==> src/sifhPkg.sv <==
package sifhPkg;

    // timestamp split into coarse and fine bin fields
    localparam int TS_W     = 12;
    localparam int COARSE_W = 6;   // upper bits of a timestamp
    localparam int FINE_W   = 6;   // lower bits of a timestamp

    // bin counts saturate at the top of this width
    localparam int CNT_W    = 8;

    // frame sequencer phases
    typedef enum logic [1:0] {
        seqClear,   // both memories being zeroed
        seqAccum,   // credits out, samples counted
        seqScan,    // peak search in both builders
        seqReport   // combine peaks, update window
    } seqState_t;

    // histogram builder phases
    typedef enum logic [1:0] {
        hsClear,    // zero fill of the bin memory
        hsIdle,     // peak result held
        hsAccum,    // read-modify-write of samples
        hsScan      // walk all bins for the maximum
    } histState_t;

endpackage

==> src/histRam.sv <==
`timescale 1ns/10ps

module histRam #(
    parameter int BIN_W = sifhPkg::COARSE_W,
    parameter int CNT_W = sifhPkg::CNT_W
) (
    input  logic             clk,
    input  logic             we,
    input  logic [BIN_W-1:0] waddr,
    input  logic [CNT_W-1:0] wdata,
    input  logic [BIN_W-1:0] raddr,
    output logic [CNT_W-1:0] rdata
);

    logic [CNT_W-1:0] mem [2**BIN_W];   // one count per bin

    // write port
    always_ff @(posedge clk) begin
        if (we) begin
            mem[waddr] <= wdata;
        end
    end

    // read port returns the old word on a same-cycle write
    always_ff @(posedge clk) begin
        rdata <= mem[raddr];
    end

endmodule

==> src/histBuilder.sv <==
`timescale 1ns/10ps

module histBuilder #(
    parameter int BIN_W = sifhPkg::COARSE_W
) (
    input  logic                      clk,
    input  logic                      res,
    input  logic                      clear,
    input  logic                      sampleValid,
    input  logic [BIN_W-1:0]          sampleBin,
    input  logic                      scan,
    output logic                      ready,
    output logic [BIN_W-1:0]          peakBin,
    output logic [sifhPkg::CNT_W-1:0] peakCount
);
    import sifhPkg::*;

    localparam logic [BIN_W-1:0] LAST_BIN = '1;
    localparam logic [CNT_W-1:0] CNT_MAX  = '1;

    histState_t       state;
    logic [BIN_W-1:0] addr;         // clear and scan address walker
    logic             scanIssued;   // every bin has been read
    logic             rdPend;       // read data arrives this cycle
    logic [BIN_W-1:0] rdBin;        // bin belonging to the read data

    // read stage
    logic             s1Valid;
    logic [BIN_W-1:0] s1Bin;
    // write stage
    logic             wValid;
    logic [BIN_W-1:0] wBin;
    logic [CNT_W-1:0] wCount;
    // write committed at the last edge that a read-first read missed
    logic             pValid;
    logic [BIN_W-1:0] pBin;
    logic [CNT_W-1:0] pCount;

    logic [CNT_W-1:0] curCount;
    logic [CNT_W-1:0] incCount;

    logic             ramWe;
    logic [BIN_W-1:0] ramWaddr;
    logic [CNT_W-1:0] ramWdata;
    logic [BIN_W-1:0] ramRaddr;
    logic [CNT_W-1:0] ramRdata;

    always_ff @(posedge clk or negedge res) begin
        if (!res) begin
            state      <= hsIdle;
            addr       <= '0;
            scanIssued <= 1'b0;
            rdPend     <= 1'b0;
        end else begin
            rdPend <= 1'b0;
            case (state)
                hsClear: begin
                    addr <= addr + 1'b1;
                    if (addr == LAST_BIN) begin
                        state <= hsAccum;   // memory zeroed so samples may follow
                    end
                end
                hsScan: begin
                    if (!scanIssued) begin
                        rdPend <= 1'b1;
                        addr   <= addr + 1'b1;
                        if (addr == LAST_BIN) begin
                            scanIssued <= 1'b1;
                        end
                    end else if (rdPend) begin
                        state <= hsIdle;   // last bin compared
                    end
                end
                default: begin
                end
            endcase
            if (clear) begin
                state <= hsClear;
                addr  <= '0;
            end else if (scan) begin
                state      <= hsScan;
                addr       <= '0;
                scanIssued <= 1'b0;
            end
        end
    end

    always_ff @(posedge clk) begin
        rdBin <= addr;
    end

    // strictly greater keeps the lowest bin on a tie
    always_ff @(posedge clk) begin
        if (scan) begin
            peakBin   <= '0;
            peakCount <= '0;
        end else if (rdPend && (ramRdata > peakCount)) begin
            peakBin   <= rdBin;
            peakCount <= ramRdata;
        end
    end

    always_ff @(posedge clk or negedge res) begin
        if (!res) begin
            s1Valid <= 1'b0;
            wValid  <= 1'b0;
            pValid  <= 1'b0;
        end else begin
            s1Valid <= sampleValid && (state == hsAccum);
            wValid  <= s1Valid;
            pValid  <= wValid;
        end
    end

    always_ff @(posedge clk) begin
        s1Bin  <= sampleBin;
        wBin   <= s1Bin;
        wCount <= incCount;
        pBin   <= wBin;
        pCount <= wCount;
    end

    // newest in-flight count of the same bin wins over memory data
    always_comb begin
        if (wValid && (wBin == s1Bin)) begin
            curCount = wCount;
        end else if (pValid && (pBin == s1Bin)) begin
            curCount = pCount;
        end else begin
            curCount = ramRdata;
        end
    end

    assign incCount = (curCount == CNT_MAX) ? curCount : curCount + 1'b1;   // saturate

    assign ramWe    = (state == hsClear) || wValid;
    assign ramWaddr = (state == hsClear) ? addr : wBin;
    assign ramWdata = (state == hsClear) ? '0 : wCount;
    assign ramRaddr = (state == hsScan) ? addr : sampleBin;

    assign ready = (state == hsIdle) || (state == hsAccum);

    histRam #(
        .BIN_W(BIN_W),
        .CNT_W(CNT_W)
    ) ram0 (
        .clk  (clk),
        .we   (ramWe),
        .waddr(ramWaddr),
        .wdata(ramWdata),
        .raddr(ramRaddr),
        .rdata(ramRdata)
    );

endmodule

==> src/frameSequencer.sv <==
`timescale 1ns/10ps

module frameSequencer #(
    parameter int FRAME_LEN  = 200,
    parameter int CREDIT_MAX = 4
) (
    input  logic                         clk,
    input  logic                         res,
    input  logic                         tsValid,
    input  logic [sifhPkg::TS_W-1:0]     ts,
    input  logic                         coarseReady,
    input  logic [sifhPkg::COARSE_W-1:0] coarsePeakBin,
    input  logic [sifhPkg::CNT_W-1:0]    coarsePeakCount,
    input  logic                         fineReady,
    input  logic [sifhPkg::FINE_W-1:0]   finePeakBin,
    input  logic [sifhPkg::CNT_W-1:0]    finePeakCount,
    output logic                         credit,
    output logic                         histClear,
    output logic                         histScan,
    output logic                         coarseValid,
    output logic                         fineValid,
    output logic [sifhPkg::COARSE_W-1:0] sampleCoarse,
    output logic [sifhPkg::FINE_W-1:0]   sampleFine,
    output logic                         peakValid,
    output logic [sifhPkg::TS_W-1:0]     peakTime,
    output logic [sifhPkg::CNT_W-1:0]    peakCount,
    output logic                         fineLock
);
    import sifhPkg::*;

    localparam int FCNT_W = $clog2(FRAME_LEN + 1);
    localparam int OCNT_W = $clog2(CREDIT_MAX + 1);

    seqState_t           state;
    logic [FCNT_W-1:0]   issued;        // credits granted this frame
    logic [FCNT_W-1:0]   received;      // timestamps taken this frame
    logic [OCNT_W-1:0]   outstanding;   // credits not yet spent
    logic [1:0]          drain;         // builder pipeline flush steps
    logic [COARSE_W-1:0] window;        // coarse bin watched by the fine builder
    logic [TS_W-1:0]     tsReg;
    logic [COARSE_W-1:0] tsCoarse;
    logic                issue;
    logic                lastTs;
    logic                lock;

    assign tsCoarse = ts[TS_W-1 -: COARSE_W];

    assign issue = (state == seqAccum)
                && (outstanding < OCNT_W'(CREDIT_MAX))
                && (issued < FCNT_W'(FRAME_LEN));

    assign lastTs = (state == seqAccum) && tsValid && (received == FCNT_W'(FRAME_LEN - 1));

    assign lock = (coarsePeakBin == window);

    assign sampleCoarse = tsReg[TS_W-1 -: COARSE_W];
    assign sampleFine   = tsReg[FINE_W-1:0];

    // credit pulse and outstanding count
    always_ff @(posedge clk or negedge res) begin
        if (!res) begin
            credit      <= 1'b0;
            outstanding <= '0;
        end else begin
            credit <= issue;
            case ({issue, tsValid})
                2'b10: outstanding <= outstanding + 1'b1;
                2'b01: begin
                    if (outstanding != '0) begin
                        outstanding <= outstanding - 1'b1;
                    end
                end
                default: begin
                end
            endcase
        end
    end

    always_ff @(posedge clk) begin
        if (tsValid) begin
            tsReg <= ts;
        end
    end

    // fine samples only from inside the window
    always_ff @(posedge clk or negedge res) begin
        if (!res) begin
            coarseValid <= 1'b0;
            fineValid   <= 1'b0;
        end else begin
            coarseValid <= tsValid;
            fineValid   <= tsValid && (tsCoarse == window);
        end
    end

    always_ff @(posedge clk or negedge res) begin
        if (!res) begin
            state     <= seqClear;
            histClear <= 1'b1;   // first cycle out of reset starts the clear
            histScan  <= 1'b0;
            peakValid <= 1'b0;
            issued    <= '0;
            received  <= '0;
            drain     <= '0;
            window    <= '0;
        end else begin
            histClear <= 1'b0;
            histScan  <= 1'b0;
            peakValid <= 1'b0;
            case (state)
                seqClear: begin
                    issued   <= '0;
                    received <= '0;
                    drain    <= '0;
                    if (!histClear && coarseReady && fineReady) begin
                        state <= seqAccum;
                    end
                end
                seqAccum: begin
                    if (issue) begin
                        issued <= issued + 1'b1;
                    end
                    if (tsValid) begin
                        received <= received + 1'b1;
                    end
                    if (lastTs) begin
                        drain <= 2'd1;
                    end else if (drain == 2'd1) begin
                        drain <= 2'd2;
                    end else if (drain == 2'd2) begin
                        drain    <= '0;
                        histScan <= 1'b1;   // last write is committed by now
                        state    <= seqScan;
                    end
                end
                seqScan: begin
                    if (!histScan && coarseReady && fineReady) begin
                        state <= seqReport;
                    end
                end
                seqReport: begin
                    peakValid <= 1'b1;
                    window    <= coarsePeakBin;   // next frame looks here
                    histClear <= 1'b1;
                    state     <= seqClear;
                end
                default: state <= seqClear;
            endcase
        end
    end

    // result holds until the next report
    always_ff @(posedge clk) begin
        if (state == seqReport) begin
            fineLock <= lock;
            if (lock) begin
                peakTime  <= {window, finePeakBin};
                peakCount <= finePeakCount;
            end else begin
                peakTime  <= {coarsePeakBin, {FINE_W{1'b0}}};
                peakCount <= coarsePeakCount;
            end
        end
    end

endmodule

==> src/sifhTop.sv <==
`timescale 1ns/10ps

module sifhTop #(
    parameter int FRAME_LEN  = 200,
    parameter int CREDIT_MAX = 4
) (
    input  logic                      clk,
    input  logic                      res,
    input  logic                      tsValid,
    input  logic [sifhPkg::TS_W-1:0]  ts,
    output logic                      credit,
    output logic                      peakValid,
    output logic [sifhPkg::TS_W-1:0]  peakTime,
    output logic [sifhPkg::CNT_W-1:0] peakCount,
    output logic                      fineLock
);
    import sifhPkg::*;

    logic                histClear;
    logic                histScan;
    logic                coarseValid;
    logic                fineValid;
    logic [COARSE_W-1:0] sampleCoarse;
    logic [FINE_W-1:0]   sampleFine;
    logic                coarseReady;
    logic [COARSE_W-1:0] coarsePeakBin;
    logic [CNT_W-1:0]    coarsePeakCount;
    logic                fineReady;
    logic [FINE_W-1:0]   finePeakBin;
    logic [CNT_W-1:0]    finePeakCount;

    frameSequencer #(
        .FRAME_LEN (FRAME_LEN),
        .CREDIT_MAX(CREDIT_MAX)
    ) seq0 (
        .clk            (clk),
        .res            (res),
        .tsValid        (tsValid),
        .ts             (ts),
        .coarseReady    (coarseReady),
        .coarsePeakBin  (coarsePeakBin),
        .coarsePeakCount(coarsePeakCount),
        .fineReady      (fineReady),
        .finePeakBin    (finePeakBin),
        .finePeakCount  (finePeakCount),
        .credit         (credit),
        .histClear      (histClear),
        .histScan       (histScan),
        .coarseValid    (coarseValid),
        .fineValid      (fineValid),
        .sampleCoarse   (sampleCoarse),
        .sampleFine     (sampleFine),
        .peakValid      (peakValid),
        .peakTime       (peakTime),
        .peakCount      (peakCount),
        .fineLock       (fineLock)
    );

    // whole range binned by the upper bits
    histBuilder #(
        .BIN_W(COARSE_W)
    ) coarse0 (
        .clk        (clk),
        .res        (res),
        .clear      (histClear),
        .sampleValid(coarseValid),
        .sampleBin  (sampleCoarse),
        .scan       (histScan),
        .ready      (coarseReady),
        .peakBin    (coarsePeakBin),
        .peakCount  (coarsePeakCount)
    );

    // window samples binned by the lower bits
    histBuilder #(
        .BIN_W(FINE_W)
    ) fine0 (
        .clk        (clk),
        .res        (res),
        .clear      (histClear),
        .sampleValid(fineValid),
        .sampleBin  (sampleFine),
        .scan       (histScan),
        .ready      (fineReady),
        .peakBin    (finePeakBin),
        .peakCount  (finePeakCount)
    );

endmodule

==> config.mk <==
export PLATFORM = sky130hd
export DESIGN_NAME = sifhTop
export DESIGN_NICKNAME = d
export VERILOG_FILES = /design/src/sifhPkg.sv /design/src/histRam.sv /design/src/histBuilder.sv /design/src/frameSequencer.sv /design/src/sifhTop.sv
export SDC_FILE = /design/constraint.sdc
export NUM_CORES = 2
export LEC_CHECK = 0
export BUFFER_PORTS_ARGS = -buffer_cell sky130_fd_sc_hd__buf_2
export CAP_MARGIN = 20
export CORE_AREA = 2 2 278 280
export DETAILED_ROUTE_END_ITERATION = 8
export DIE_AREA = 0 0 280 282
export PLACE_DENSITY_LB_ADDON = 0.2
export SLEW_MARGIN = 40
export SYNTH_ARGS = -nofsm -noshare
export SYNTH_HDL_FRONTEND = slang
export SYNTH_HIERARCHICAL = 1
export SYNTH_SLANG_ARGS = --single-unit
==> constraint.sdc <==
create_clock -name clk -period 9 [get_ports clk]
set_input_delay 1.8 -clock clk [delete_from_list [all_inputs] [get_ports clk]]
set_output_delay 1.8 -clock clk [all_outputs]
set_load 0.02 [all_outputs]
==> metrics.csv <==
stage,metric,value,unit
run_status,outcome,finished clean,
logic_synthesis,synth-seq-cells,1242,
clock_network,post_cts_buffers,0,
placement,place_inst,3570,
cells_and_area,layout.cells.non_filler,3797,
timing,slew_headroom,39.4,%
clock_network,clock-sinks,1242,
logic_synthesis,syn_nets,2703,
placement,io_buffers,37,
routing,num_vias,25200,
critical_path,endpoint_kind,register,
logic_synthesis,netlist_area,0.0491,mm²
floorplan,dieArea,0.0790,mm²
global_route,grt_overflow,0,
cells_and_area,multi_input_area,0.0128,mm²
cells_and_area,drive_above_1_share,25.0,%
floorplan,ioPinCount,38,
timing,timing.final.crit_share,47.3,%
critical_path,start_kind,register,
clock_network,post_cts_resize_count,0,
global_route,grt_pass1_vias,25100,
cells_and_area,fin_util,71.4,%
floorplan,rows,101,
floorplan,start_util,64.9,%
pwr,power.leakage,17.1,nW
clock_network,clk_pin_slew_worst_paths,0.06,ns
placement,place.gp.congestion,0.844,
cells_and_area,register_area,0.0358,mm²
logic_synthesis,synth_cell_type_count,78,
pwr,p_per_area,218,mW/mm²
placement,dp_hpwl,62.7,mm
floorplan,die_w,280,µm
logic_synthesis,syn_inst,2655,
floorplan,core_area,0.0757,mm²
timing,hold_viol_final,0,
timing,worst_pin_slew,0.906,ns
logic_synthesis,avgSynthCellArea,18.5,µm²
pwr,total_power,11.8,mW
timing,setup_viol,0,
clock_network,numCtsBuffers,117,
global_route,grt_max_degree,65,
logic_synthesis,synth_ff_type,edfxtp_1,
global_route,antenna_found_initial,0,
routing,via_per_inst,6.64,
timing,worst_hold_slack,0.365,ns
clock_network,cts_tree,done,
routing,drt.antenna.violating_nets,0,
clock_network,cts_max_level,3,
global_route,grt_pass1_wl,158,mm
timing,setup_slack,4.74,ns
timing,final.min_clock_period,4.26,ns
routing,wl_met1,42.0,mm
critical_path,crit_arrival,4.78,ns
hold_path,hold_path_depth,0,
global_route,grt_usage,27.0,%
routing,wl_met2,49.4,mm
routing,drtPass1Iterations,5,
critical_path,path_class,register to register,
routing,drt-wirelength-per-cell,27.5,µm
logic_synthesis,synth_edf_count,1057,
cells_and_area,n_antenna_cell,0,
clock_network,clk_latency,0.69,ns
critical_path,reg2reg_depth,8,
logic_synthesis,async_flop_share,4.91,%
cells_and_area,post-route-cell-area,0.0541,mm²
clock_network,cts_root_buffer,clkbuf_16,
cells_and_area,area_growth,10.1,%
timing,tns,0,ns
cells_and_area,layout.nets,2763,
timing,timing.fmax,0.235,GHz
pwr,irDropWorstVdd,0.000189,V
logic_synthesis,yosysSeqAreaShare,72.8,%
clock_network,clk_path_buf_depth,3,
timing,rsz0062_at_grt,false,
placement,dp_slack,4.75,ns
logic_synthesis,ys_warn_count,6,
routing,drt_first_iter_violations,2826,
routing,dr.max_layer_used,met4,
clock_network,cts-hold-fix-buffers,0,
timing,clock_skew,0.0339,ns
critical_path,path_max_fanout,50,
hold_path,hold_class,register to register,
run,cap_violations,0,
timing,slew_violations,0,
routing,wl_met3,10.9,mm
routing,drt_wl_total,104,mm
placement,placed_area,0.0502,mm²
floorplan,chipHeight,282,µm
routing,drc_errors,0,
cells_and_area,fillerInstances,4444,
critical_path,required,9.53,ns
[placed cells by master (no fill, tap or decap), drive strengths merged, types with 18 or more instances in the layout]
cell type,n
inv,42
o21ai,51
clkbuf,154
nand3,53
mux2i,81
clkinv,57
mux2,72
buf,74
nor2,223
a31oi,22
xnor2,34
nor2b,50
ha,32
nand2b,18
edfxtp,1057
nand2,81
mux4,252
dfrtp,58
dfxtp,124
nor3,34
nand4,30
[state kept, by name (all words and copies together), names as in the netlist, 8 cells and up]
name                cells
fine0/peakCount         8
fine0/pCount            8
seq0/tsReg             12
seq0/peakTime          12
coarse0/peakCount       8
coarse0/pCount          8
coarse0/ram0/rdata      8
seq0/peakCount          8
coarse0/ram0/mem      512
fine0/wCount            8
seq0/issued             8
fine0/ram0/mem        512
coarse0/wCount          8
seq0/received           8
fine0/ram0/rdata        8
[cells in the mapped netlist, drive strengths merged, types with 7 or more instances]
library cell,instances,share of area (%)
dfrtp,58,3.0
a211oi,9,0.14
clkbuf,59,0.46
nor2,223,1.7
o21a,10,0.15
nand2,81,0.66
mux4,252,12
nor3,34,0.36
o22ai,17,0.22
nand4,30,0.41
and2,12,0.15
o21ai,51,0.52
xnor2,34,0.61
xor2,14,0.25
o221ai,17,0.30
nor2b,50,0.64
mux2i,81,1.7
nand3b,7,0.11
a31oi,22,0.54
ha,32,0.82
edfxtp,1057,65
nand3,53,0.56
a221oi,14,0.25
mux2,72,1.7
buf,75,1.1
dfxtp,124,5.1
a21oi,17,0.17
nand2b,18,0.23
inv,37,0.28
[cells by family after synthesis]
logic type	share of synthesized area [%]
adder cells (fa/ha/maj)	0.856
AND/OR/NAND/NOR	5.29
AO/OA/AOI/OAI	3.43
flip-flops	72.8
buffers and inverters	1.88
XOR/XNOR	0.856
multiplexers	14.9
[area by class of cell]
cell class | count | share of cell area, %
Clock buffer | 153 | 5.88
Multi-Input combinational cell | 1242 | 23.7
Clock inverter | 70 | 0.898
Inverter | 37 | 0.257
Timing Repair Buffer | 75 | 0.905
Sequential cell | 1242 | 66.1
Tap cell | 978 | 2.26
[final timing paths]
| path | startpoint | end | slack [ns] |
|---|---|---|---|
| max reg2reg | fine0/state[0]$_DFFE_PN1P_ | fine0/ram0/rdata[4]$_DFF_P_ | 4.74 |
| max | fine0/state[0]$_DFFE_PN1P_ | fine0/ram0/rdata[4]$_DFF_P_ | 4.74 |
| min reg2reg | fine0/s1Valid$_DFF_PN0_ | fine0/wValid$_DFF_PN0_ | 0.37 |
| min | fine0/s1Valid$_DFF_PN0_ | fine0/wValid$_DFF_PN0_ | 0.37 |
| min in group asynchronous | res | seq0/drain[0]$_DFFE_PN0P_ | 1.21 |
| max in group asynchronous | res | coarse0/state[0]$_DFFE_PN1P_ | 7.40 |
[layer usage]
metal	vias up	GRT usage, %
met3	155	5.49
met4	0	7.27
met1	13000	39.8
met5	-	0
li1	10700	-
met2	1375	41.8
[worst max-delay path, stage by stage, from the launching register on]
cell,delay (ns)
dfstp_2,0.55
ha_1,0.46
mux2_8,0.64
buf_6,0.58
mux4_2,0.58
mux2_2,0.28
o221a_2,0.28
nor3_1,0.48
o32ai_1,0.17
[where the power goes]
part           switching [mW]  leakage (nW)  internal (mW)
combinational           0.409          4.37          0.327
clock                    2.08          1.80           2.58
sequential              0.118          10.9           6.27
total                    2.60          17.1           9.17
(Power assumes the default switching activity.)
